===== src/design/uart_pkg.sv =====
package uart_pkg;

  // --------------------------------------------------------------------------
  // Frame and divisor sizes
  // --------------------------------------------------------------------------

  // Divisor register and baud counter width
  localparam int div_width = 16;

  // Sample ticks per serial bit
  localparam int oversample = 16;

  // Data bits per frame, 8N1 only
  localparam int data_bits = 8;

  // Status word bit positions
  localparam int stat_tx_busy = 0;
  localparam int stat_rx_ready = 1;
  localparam int stat_frame_err = 2;

  // --------------------------------------------------------------------------
  // Register map and state encodings
  // --------------------------------------------------------------------------

  typedef enum logic [1:0] {
    ADDR_DATA   = 2'd0,
    ADDR_DIV    = 2'd1,
    ADDR_STATUS = 2'd2
  } uart_addr_e;

  typedef enum logic [1:0] {TX_IDLE, TX_START, TX_DATA, TX_STOP} tx_state_e;

  typedef enum logic [1:0] {RX_IDLE, RX_START, RX_DATA, RX_STOP} rx_state_e;

endpackage


===== src/design/uart_ifs.sv =====
// Divisor configuration bus between the register block and the baud generator
interface br_cfg_if import uart_pkg::*; ();

  // Write strobe, only for the divisor address
  logic wr;

  // Byte lane enables, bit 1 is the upper byte
  logic [1:0] be;

  // Write data
  logic [div_width-1:0] d;

  // Current divisor for readback
  logic [div_width-1:0] rd;

  // Register side
  modport regs (
    output wr,
    output be,
    output d,
    input  rd
  );

  // Generator side
  modport gen (
    input  wr,
    input  be,
    input  d,
    output rd
  );

endinterface


===== src/design/baud_rate_gen.sv =====
module baud_rate_gen import uart_pkg::*; #(
  parameter logic [div_width-1:0] reset_divisor = 16
) (
  input  logic    br_clk,
  input  logic    rst,
  br_cfg_if.gen   cfg,
  output logic    rce,
  output logic    baud_out
);

  // Lane load enables
  logic ub_ld;
  logic lb_ld;

  // Divisor byte lanes
  logic [div_width-1:8] rate_hi;
  logic [7:0] rate_lo;
  logic [div_width-1:0] rate;

  // Reload request, one cycle after a divisor write
  logic rld;

  // Down counter
  logic c_ld;
  logic c_ce;
  logic [div_width-1:0] count;
  logic [div_width-1:0] count_next;

  // --------------------------------------------------------------------------
  // Divisor register
  // --------------------------------------------------------------------------

  assign ub_ld = cfg.wr & cfg.be[1];
  assign lb_ld = cfg.wr & cfg.be[0];

  // Each lane keeps its value unless its enable is set
  always_ff @(posedge br_clk or posedge rst) begin
    if (rst) begin
      rate_hi <= reset_divisor[div_width-1:8];
      rate_lo <= reset_divisor[7:0];
    end else begin
      if (ub_ld) begin
        rate_hi <= cfg.d[div_width-1:8];
      end
      if (lb_ld) begin
        rate_lo <= cfg.d[7:0];
      end
    end
  end

  assign rate = {rate_hi, rate_lo};
  assign cfg.rd = rate;

  // Restart the count after any lane write
  always_ff @(posedge br_clk or posedge rst) begin
    if (rst) begin
      rld <= 1'b0;
    end else begin
      rld <= ub_ld | lb_ld;
    end
  end

  // --------------------------------------------------------------------------
  // Baud counter
  // --------------------------------------------------------------------------

  // Divisor of 0 or 1 freezes the counter
  assign c_ce = (rate > div_width'(1));
  assign c_ld = (count == div_width'(1)) | rld;

  always_comb begin
    count_next = count;
    if (c_ld) begin
      count_next = rate;
    end else if (c_ce) begin
      count_next = count - div_width'(1);
    end
  end

  // Baud clock follows the next count so it is already low at the tick
  always_ff @(posedge br_clk or posedge rst) begin
    if (rst) begin
      count    <= reset_divisor;
      baud_out <= 1'b0;
    end else begin
      count    <= count_next;
      baud_out <= c_ce & (count_next > {1'b0, rate[div_width-1:1]});
    end
  end

  // One sample tick per divisor period
  assign rce = (count == div_width'(1)) & c_ce;

endmodule


===== src/design/uart_tx.sv =====
module uart_tx import uart_pkg::*; (
  input  logic                 br_clk,
  input  logic                 rst,
  input  logic                 rce,
  input  logic                 tx_start,
  input  logic [data_bits-1:0] tx_data,
  output logic                 tx_busy,
  output logic                 tx
);

  localparam int tick_w = $clog2(oversample);
  localparam int bit_w = $clog2(data_bits);
  localparam logic [tick_w-1:0] tick_last = tick_w'(oversample - 1);
  localparam logic [bit_w-1:0] bit_last = bit_w'(data_bits - 1);

  tx_state_e state;

  // Ticks within the current bit
  logic [tick_w-1:0] tick_cnt;

  // Data bit index
  logic [bit_w-1:0] bit_cnt;

  // Set until the first tick opens the start bit
  logic wait_tick;

  // Outgoing byte with the LSB leaving first
  logic [data_bits-1:0] shift;

  // Last tick of a bit period
  logic bit_end;

  assign bit_end = rce & (tick_cnt == tick_last);

  // --------------------------------------------------------------------------
  // Serializer FSM
  // --------------------------------------------------------------------------

  always_ff @(posedge br_clk or posedge rst) begin
    if (rst) begin
      state     <= TX_IDLE;
      tick_cnt  <= '0;
      bit_cnt   <= '0;
      wait_tick <= 1'b0;
      tx        <= 1'b1;
    end else begin
      case (state)
        TX_IDLE: begin
          // Line idles high
          tx <= 1'b1;
          if (tx_start) begin
            state     <= TX_START;
            tick_cnt  <= '0;
            wait_tick <= 1'b1;
          end
        end
        TX_START: begin
          if (rce && wait_tick) begin
            // Start bit begins on a tick edge
            wait_tick <= 1'b0;
            tx        <= 1'b0;
          end else if (bit_end) begin
            tick_cnt <= '0;
            bit_cnt  <= '0;
            tx       <= shift[0];
            state    <= TX_DATA;
          end else if (rce) begin
            tick_cnt <= tick_cnt + 1'b1;
          end
        end
        TX_DATA: begin
          if (bit_end) begin
            tick_cnt <= '0;
            if (bit_cnt == bit_last) begin
              tx    <= 1'b1;
              state <= TX_STOP;
            end else begin
              tx      <= shift[1];
              bit_cnt <= bit_cnt + 1'b1;
            end
          end else if (rce) begin
            tick_cnt <= tick_cnt + 1'b1;
          end
        end
        TX_STOP: begin
          // Busy drops at the end of the stop bit
          if (bit_end) begin
            tick_cnt <= '0;
            state    <= TX_IDLE;
          end else if (rce) begin
            tick_cnt <= tick_cnt + 1'b1;
          end
        end
        default: state <= TX_IDLE;
      endcase
    end
  end

  // Byte capture at the start strobe and shift per data bit
  always_ff @(posedge br_clk) begin
    if (state == TX_IDLE && tx_start) begin
      shift <= tx_data;
    end else if (state == TX_DATA && bit_end) begin
      shift <= {1'b0, shift[data_bits-1:1]};
    end
  end

  assign tx_busy = (state != TX_IDLE);

endmodule


===== src/design/uart_rx.sv =====
module uart_rx import uart_pkg::*; (
  input  logic                 br_clk,
  input  logic                 rst,
  input  logic                 rce,
  input  logic                 rx,
  output logic [data_bits-1:0] rx_data,
  output logic                 rx_valid,
  output logic                 rx_ferr
);

  localparam int tick_w = $clog2(oversample);
  localparam int bit_w = $clog2(data_bits);
  localparam logic [tick_w-1:0] tick_last = tick_w'(oversample - 1);
  localparam logic [tick_w-1:0] tick_mid = tick_w'(oversample / 2 - 1);
  localparam logic [bit_w-1:0] bit_last = bit_w'(data_bits - 1);

  rx_state_e state;

  // Two-flop synchronizer and edge history
  logic rx_meta;
  logic rx_s;
  logic rx_q;
  logic rx_fall;

  // Tick and bit counters
  logic [tick_w-1:0] tick_cnt;
  logic [bit_w-1:0] bit_cnt;

  // Incoming byte, LSB arrives first
  logic [data_bits-1:0] shift;

  // Sample point of a data or stop bit
  logic bit_end;

  // --------------------------------------------------------------------------
  // Input synchronizer
  // --------------------------------------------------------------------------

  always_ff @(posedge br_clk or posedge rst) begin
    if (rst) begin
      rx_meta <= 1'b1;
      rx_s    <= 1'b1;
      rx_q    <= 1'b1;
    end else begin
      rx_meta <= rx;
      rx_s    <= rx_meta;
      rx_q    <= rx_s;
    end
  end

  assign rx_fall = rx_q & ~rx_s;
  assign bit_end = rce & (tick_cnt == tick_last);

  // --------------------------------------------------------------------------
  // Deserializer FSM
  // --------------------------------------------------------------------------

  always_ff @(posedge br_clk or posedge rst) begin
    if (rst) begin
      state    <= RX_IDLE;
      tick_cnt <= '0;
      bit_cnt  <= '0;
      rx_valid <= 1'b0;
      rx_ferr  <= 1'b0;
    end else begin
      rx_valid <= 1'b0;
      case (state)
        RX_IDLE: begin
          tick_cnt <= '0;
          if (rx_fall) begin
            state <= RX_START;
          end
        end
        RX_START: begin
          if (rce && tick_cnt == tick_mid) begin
            // Line back high at mid-bit is a glitch
            tick_cnt <= '0;
            bit_cnt  <= '0;
            state    <= rx_s ? RX_IDLE : RX_DATA;
          end else if (rce) begin
            tick_cnt <= tick_cnt + 1'b1;
          end
        end
        RX_DATA: begin
          if (bit_end) begin
            tick_cnt <= '0;
            if (bit_cnt == bit_last) begin
              state <= RX_STOP;
            end else begin
              bit_cnt <= bit_cnt + 1'b1;
            end
          end else if (rce) begin
            tick_cnt <= tick_cnt + 1'b1;
          end
        end
        RX_STOP: begin
          if (bit_end) begin
            // Stop bit of 0 is a framing error
            rx_valid <= 1'b1;
            rx_ferr  <= ~rx_s;
            state    <= RX_IDLE;
          end else if (rce) begin
            tick_cnt <= tick_cnt + 1'b1;
          end
        end
        default: state <= RX_IDLE;
      endcase
    end
  end

  // Data shift at mid-bit
  always_ff @(posedge br_clk) begin
    if (state == RX_DATA && bit_end) begin
      shift <= {rx_s, shift[data_bits-1:1]};
    end
  end

  // Shift register holds still until the next start bit
  assign rx_data = shift;

endmodule


===== src/design/uart_regs.sv =====
module uart_regs import uart_pkg::*; (
  input  logic                 br_clk,
  input  logic                 rst,
  input  logic [1:0]           addr,
  input  logic                 wr,
  input  logic                 rd_en,
  input  logic [1:0]           be,
  input  logic [div_width-1:0] wdata,
  output logic [div_width-1:0] rdata,
  br_cfg_if.regs               cfg,
  output logic                 tx_start,
  output logic [data_bits-1:0] tx_data,
  input  logic                 tx_busy,
  input  logic [data_bits-1:0] rx_data,
  input  logic                 rx_valid,
  input  logic                 rx_ferr
);

  // Latched receive byte and its flags
  logic [data_bits-1:0] rx_byte;
  logic rx_ready;
  logic frame_err;

  // Read of the data register
  logic data_rd;

  logic [div_width-1:0] status;

  // --------------------------------------------------------------------------
  // Write decode
  // --------------------------------------------------------------------------

  assign cfg.wr = wr & (addr == ADDR_DIV);
  assign cfg.be = be;
  assign cfg.d = wdata;

  // Transmit strobe, dropped by the serializer while busy
  assign tx_start = wr & (addr == ADDR_DATA);
  assign tx_data = wdata[data_bits-1:0];

  // --------------------------------------------------------------------------
  // Receive holding register
  // --------------------------------------------------------------------------

  assign data_rd = rd_en & (addr == ADDR_DATA);

  // New byte wins over a read in the same cycle
  always_ff @(posedge br_clk or posedge rst) begin
    if (rst) begin
      rx_ready  <= 1'b0;
      frame_err <= 1'b0;
    end else if (rx_valid) begin
      rx_ready  <= 1'b1;
      frame_err <= rx_ferr;
    end else if (data_rd) begin
      rx_ready  <= 1'b0;
      frame_err <= 1'b0;
    end
  end

  always_ff @(posedge br_clk) begin
    if (rx_valid) begin
      rx_byte <= rx_data;
    end
  end

  // --------------------------------------------------------------------------
  // Read mux
  // --------------------------------------------------------------------------

  always_comb begin
    status = '0;
    status[stat_tx_busy] = tx_busy;
    status[stat_rx_ready] = rx_ready;
    status[stat_frame_err] = frame_err;
  end

  always_ff @(posedge br_clk or posedge rst) begin
    if (rst) begin
      rdata <= '0;
    end else if (rd_en) begin
      case (addr)
        ADDR_DATA:   rdata <= {{(div_width - data_bits){1'b0}}, rx_byte};
        ADDR_DIV:    rdata <= cfg.rd;
        ADDR_STATUS: rdata <= status;
        default:     rdata <= '0;
      endcase
    end
  end

endmodule


===== src/design/uart_top.sv =====
module uart_top import uart_pkg::*; #(
  parameter logic [div_width-1:0] reset_divisor = 16
) (
  input  logic                 br_clk,
  input  logic                 rst,
  input  logic [1:0]           addr,
  input  logic                 wr,
  input  logic                 rd_en,
  input  logic [1:0]           be,
  input  logic [div_width-1:0] wdata,
  output logic [div_width-1:0] rdata,
  input  logic                 rx,
  output logic                 tx,
  output logic                 baud_out
);

  // Sample tick
  logic rce;

  // Transmit path
  logic tx_start;
  logic [data_bits-1:0] tx_data;
  logic tx_busy;

  // Receive path
  logic [data_bits-1:0] rx_data;
  logic rx_valid;
  logic rx_ferr;

  // Divisor configuration bus
  br_cfg_if cfg_bus ();

  // --------------------------------------------------------------------------
  // Register block and baud generator
  // --------------------------------------------------------------------------

  uart_regs u_regs (
    .br_clk   (br_clk),
    .rst      (rst),
    .addr     (addr),
    .wr       (wr),
    .rd_en    (rd_en),
    .be       (be),
    .wdata    (wdata),
    .rdata    (rdata),
    .cfg      (cfg_bus.regs),
    .tx_start (tx_start),
    .tx_data  (tx_data),
    .tx_busy  (tx_busy),
    .rx_data  (rx_data),
    .rx_valid (rx_valid),
    .rx_ferr  (rx_ferr)
  );

  baud_rate_gen #(
    .reset_divisor (reset_divisor)
  ) u_gen (
    .br_clk   (br_clk),
    .rst      (rst),
    .cfg      (cfg_bus.gen),
    .rce      (rce),
    .baud_out (baud_out)
  );

  // --------------------------------------------------------------------------
  // Serial engines
  // --------------------------------------------------------------------------

  uart_tx u_tx (
    .br_clk   (br_clk),
    .rst      (rst),
    .rce      (rce),
    .tx_start (tx_start),
    .tx_data  (tx_data),
    .tx_busy  (tx_busy),
    .tx       (tx)
  );

  uart_rx u_rx (
    .br_clk   (br_clk),
    .rst      (rst),
    .rce      (rce),
    .rx       (rx),
    .rx_data  (rx_data),
    .rx_valid (rx_valid),
    .rx_ferr  (rx_ferr)
  );

endmodule


===== config.mk =====
export PLATFORM = sky130hd
export DESIGN_NAME = uart_top
export DESIGN_NICKNAME = d
export VERILOG_FILES = /design/src/design/uart_pkg.sv /design/src/design/uart_ifs.sv /design/src/design/baud_rate_gen.sv /design/src/design/uart_tx.sv /design/src/design/uart_rx.sv /design/src/design/uart_regs.sv /design/src/design/uart_top.sv
export SDC_FILE = /design/constraint.sdc
export NUM_CORES = 1
export LEC_CHECK = 0
export BUFFER_PORTS_ARGS = -buffer_cell sky130_fd_sc_hd__buf_4
export CAP_MARGIN = 20
export CORE_MARGIN = 2
export CORE_UTILIZATION = 65
export DETAILED_ROUTE_END_ITERATION = 12
export PLACE_DENSITY_LB_ADDON = 0.25
export SYNTH_ARGS = -nofsm -noshare
export SYNTH_HDL_FRONTEND = slang
export SYNTH_HIERARCHICAL = 1
export SYNTH_SLANG_ARGS = --single-unit
export TNS_END_PERCENT = 50

===== constraint.sdc =====
create_clock -name br_clk -period 10.6 [get_ports br_clk]
set_input_delay 1.59 -clock br_clk [delete_from_list [all_inputs] [get_ports br_clk]]
set_output_delay 1.59 -clock br_clk [all_outputs]
set_load 0.01 [all_outputs]

==> summary.md <==
| Metric | Value |
|---|---|
| Status | complete, no violations |
| Fmax | 0.271 GHz |
| Core ar. | 0.00818 mm² |
| Ys async rst share | 0.762 |
| Yosys reg bits | ~100 |
| Final RePlAce weighted congestion | slightly above 0.8 |
| Die height | roughly 95 µm |
| Net Count, Synth | between 500 and 600 |
| Final Hold Viols | 0 |
| Top FF cell, synth | dfrtp_1 |
| Synth top cells by count | dfrtp_1 (71), inv_1 (42), nand2_1 (32) |
| # Post-CTS Setup Buffers | 0 |
| Final wirelength | approximately 10 mm |
| Netlist cell types | between 60 and 70 |
| Cell Area, Placed | ~0.0055 mm² |
| Routed WL per cell | ~16 µm |
| Dpl hpwl | between 7 and 8 mm |
| Antenna Nets Post-Route | 0 |
| Largest net degree at the start of global routing | 35 |
| Hold_buf cts | 0 |
| Number of antenna repair diodes | 0 |
| Crit path DAT | 3930 ps |
| CTS Root Cell | clkbuf_8 |
| CTS max path bufs | 2 |
| Initial DRC count | 155 |
| Post-cts resize count | 0 |
| Slew Viols, Final | 0 |
| Register area share after synthesis | 0.489 |
| CP Max Fanout | 29 |
| Period utilisation layout | 0.348 |
| # setup viols final | 0 |
| Worst skew pair latency | 370 ps |
| Share of cells above drive strength 1 | 0.223 |
| CTS Buf Count | 9 |
| CTS Sinks | a little over 100 |
| Yosys top cell area share | 0.327 |
| Ports | 43 |
| RSZ-0062 raised after global routing | no |
| Layout area overhead | 5.99% |
| Min-delay worst type | reg -> reg |
| Most numerous cell in the Yosys netlist | dfrtp_1 |
| Synth top area cells | dfrtp_1 (33%), edfxtp_1 (13%), ha_1 (6.2%) |
| MaxCap Viol Count | 0 |
| Mapped cell area | about 0.0054 mm² |
| Lkg Pwr | 2.54 nW |
| PD cells | about 180 mW/mm² |
| NumNets Final | roughly 560 |
| Max_slew headroom | 0.331 |
| Worst-path clk slew | ~100 ps |
| Avg Inst Size Synth | about 11 µm² |
| Peak supply drop | between 0.07 and 0.08 mV |
| IO buf count | 42 |
| Post-synth EDFFs | 24 |
| Routed via count | 3574 |
| CTS tree | yes |
| Core Rows | 33 |
| Area leader, netlist | dfrtp_1 |
| Via/cell ratio | around 5.8 |
| Antenna violations before repair | 0 |
| First-pass GRT wire length | 16.7 mm |
| Worst Tran Pin Value | about 1000 ps |
| Mapped Cells | 494 |
| Vias in the first global route | roughly 3500 |
| Crit end category | register |
| Critical path required time | ~11000 ps |
| Design area | ~0.0058 mm² |
| Final hold slack | about 370 ps |
| DIE WIDTH | around 95 µm |
| YS warnings | 6 |
| Die ar. | between 0.009 and 0.01 mm² |
| Drt drc | 0 |
| Post-route setup TNS | 0 ps |
| GRT Util Overall | 0.241 |
| Min cycle time layout | ~3700 ps |
| Clk_skew | between 10 and 15 ps |
| Type of the worst setup path | reg -> reg |
| H-Tree Depth | 3 |
| Type of origin of the critical path | register |
| Total grt overflow | 0 |
| Initial DRT Pass Iterations | 5 |
| Starting Density | 0.665 |
==> power breakdown <==
part | leakage (nW) | switching, W | internal (W) | total, W
logic | 1.26 | 0.000149 | 0.000134 | 0.000283
clock network | 0.109 | 0.000143 | 0.000115 | 0.000258
registers | 1.17 | 0.0000489 | 0.000446 | 0.000495
total | 2.54 | 0.000340 | 0.000696 | 0.00104
==> layout by cell type, fill, tap and decap left out, types with 3 or more instances in the layout <==
master / instances
dfrtp_1: 71
mux2_2: 24
nor2b_1: 4
nor4_1: 3
a21oi_1: 25
nand2b_1: 11
mux2i_1: 12
and2_1: 4
clkbuf_8: 9
a21o_1: 4
mux2_4: 3
o21ai_0: 16
buf_4: 44
o21ai_1: 5
or2_2: 3
nor2_1: 28
nor3_1: 12
inv_6: 3
nand4b_1: 3
o211ai_1: 4
or3_1: 3
inv_1: 42
nand4_1: 4
edfxtp_1: 24
o31ai_1: 3
a22o_1: 3
nand3_1: 9
nand2_1: 32
xnor2_1: 15
or4_1: 4
ha_1: 27
a31oi_1: 3
dfstp_2: 6
o22ai_1: 13
==> path summary, 6_finish.rpt <==
kind | from | to | slack (ps) | cells past startpoint
worst max-delay path | u_gen/count[11]$_DFF_PP0_ | u_gen/baud_out$_DFF_PP0_ | 6910 | 11
worst min-delay path | u_rx/rx_meta$_DFF_PP1_ | u_rx/rx_s$_DFF_PP1_ | 370 | 0
worst max register to register | u_gen/count[11]$_DFF_PP0_ | u_gen/baud_out$_DFF_PP0_ | 6910 | 11
worst min register to register | u_rx/rx_meta$_DFF_PP1_ | u_rx/rx_s$_DFF_PP1_ | 370 | 0
max in group asynchronous | rst | u_regs/rdata[10]$_DFFE_PP0P_ | 8790 | 2
min in group asynchronous | rst | u_tx/tick_cnt[0]$_DFFE_PP0P_ | 1240 | 2
==> worst max-delay path, cell delays in order (launching register included) <==
cell and delay [ps]:
dfrtp_1 420, or4_1 550, or3b_2 470, o21ba_1 510
nor2_1 210, a21oi_1 80, ha_1 350, a21o_1 160
a21o_1 170, a211o_1 280, o31ai_1 240, a31oi_1 120
==> sequential cells by signal, summed over array words and instances (netlist names), 4 cells and up, named ones only <==
signal,count
u_tx/shift,8
u_regs/rx_byte,8
u_rx/tick_cnt,4
u_gen/count,16
u_gen/rate_hi,8
u_gen/rate_lo,8
u_regs/rdata,16
u_tx/tick_cnt,4
u_rx/rx_data,8
==> routing by layer <==
layer / vias to the layer above / routed length (µm) / global-route usage
li1: 1745 / - / -
met1: 1738 / 4400 / 0.311
met2: 72 / 5100 / 0.408
met3: 19 / 314 / 0.0316
met4: 0 / 216 / 0.105
met5: - / 0 / 0
==> logic make-up after synthesis <==
group / Yosys count / share of synthesized area
AOI/OAI and AO/OA: 89 / 0.110
xor gates and xnor gates: 15 / 0.0242
adders and majority gates: 27 / 0.0622
buffers and inverters: 86 / 0.0937
DFF: 101 / 0.489
muxes: 40 / 0.0827
and+or+nand+nor: 136 / 0.138
==> area by class of cell <==
class | instances | area, µm²
Fill cell | 604 | 2420
Tap cell | 105 | 131
Clock inverter | 7 | 87.6
Inverter | 43 | 161
Timing Repair Buffer | 44 | 330
Multi-Input combinational cell | 307 | 2270
Sequential cell | 101 | 2660
Clock buffer | 9 | 124
==> per-stage QoR <==
step | worst slack, ps | cells | utilization | total power (W)
floorplan | 7070 | 494 | - | 0.000702
global placement | 7010 | 600 | 0.678 | 0.000763
detailed placement | 6960 | 600 | 0.678 | 0.000781
CTS | 6930 | 616 | 0.704 | 0.00104
global route | 6760 | 616 | 0.704 | 0.00109
finish | 6910 | 616 | 0.704 | 0.00104
No activity file was read; power rests on OpenSTA's default activity.
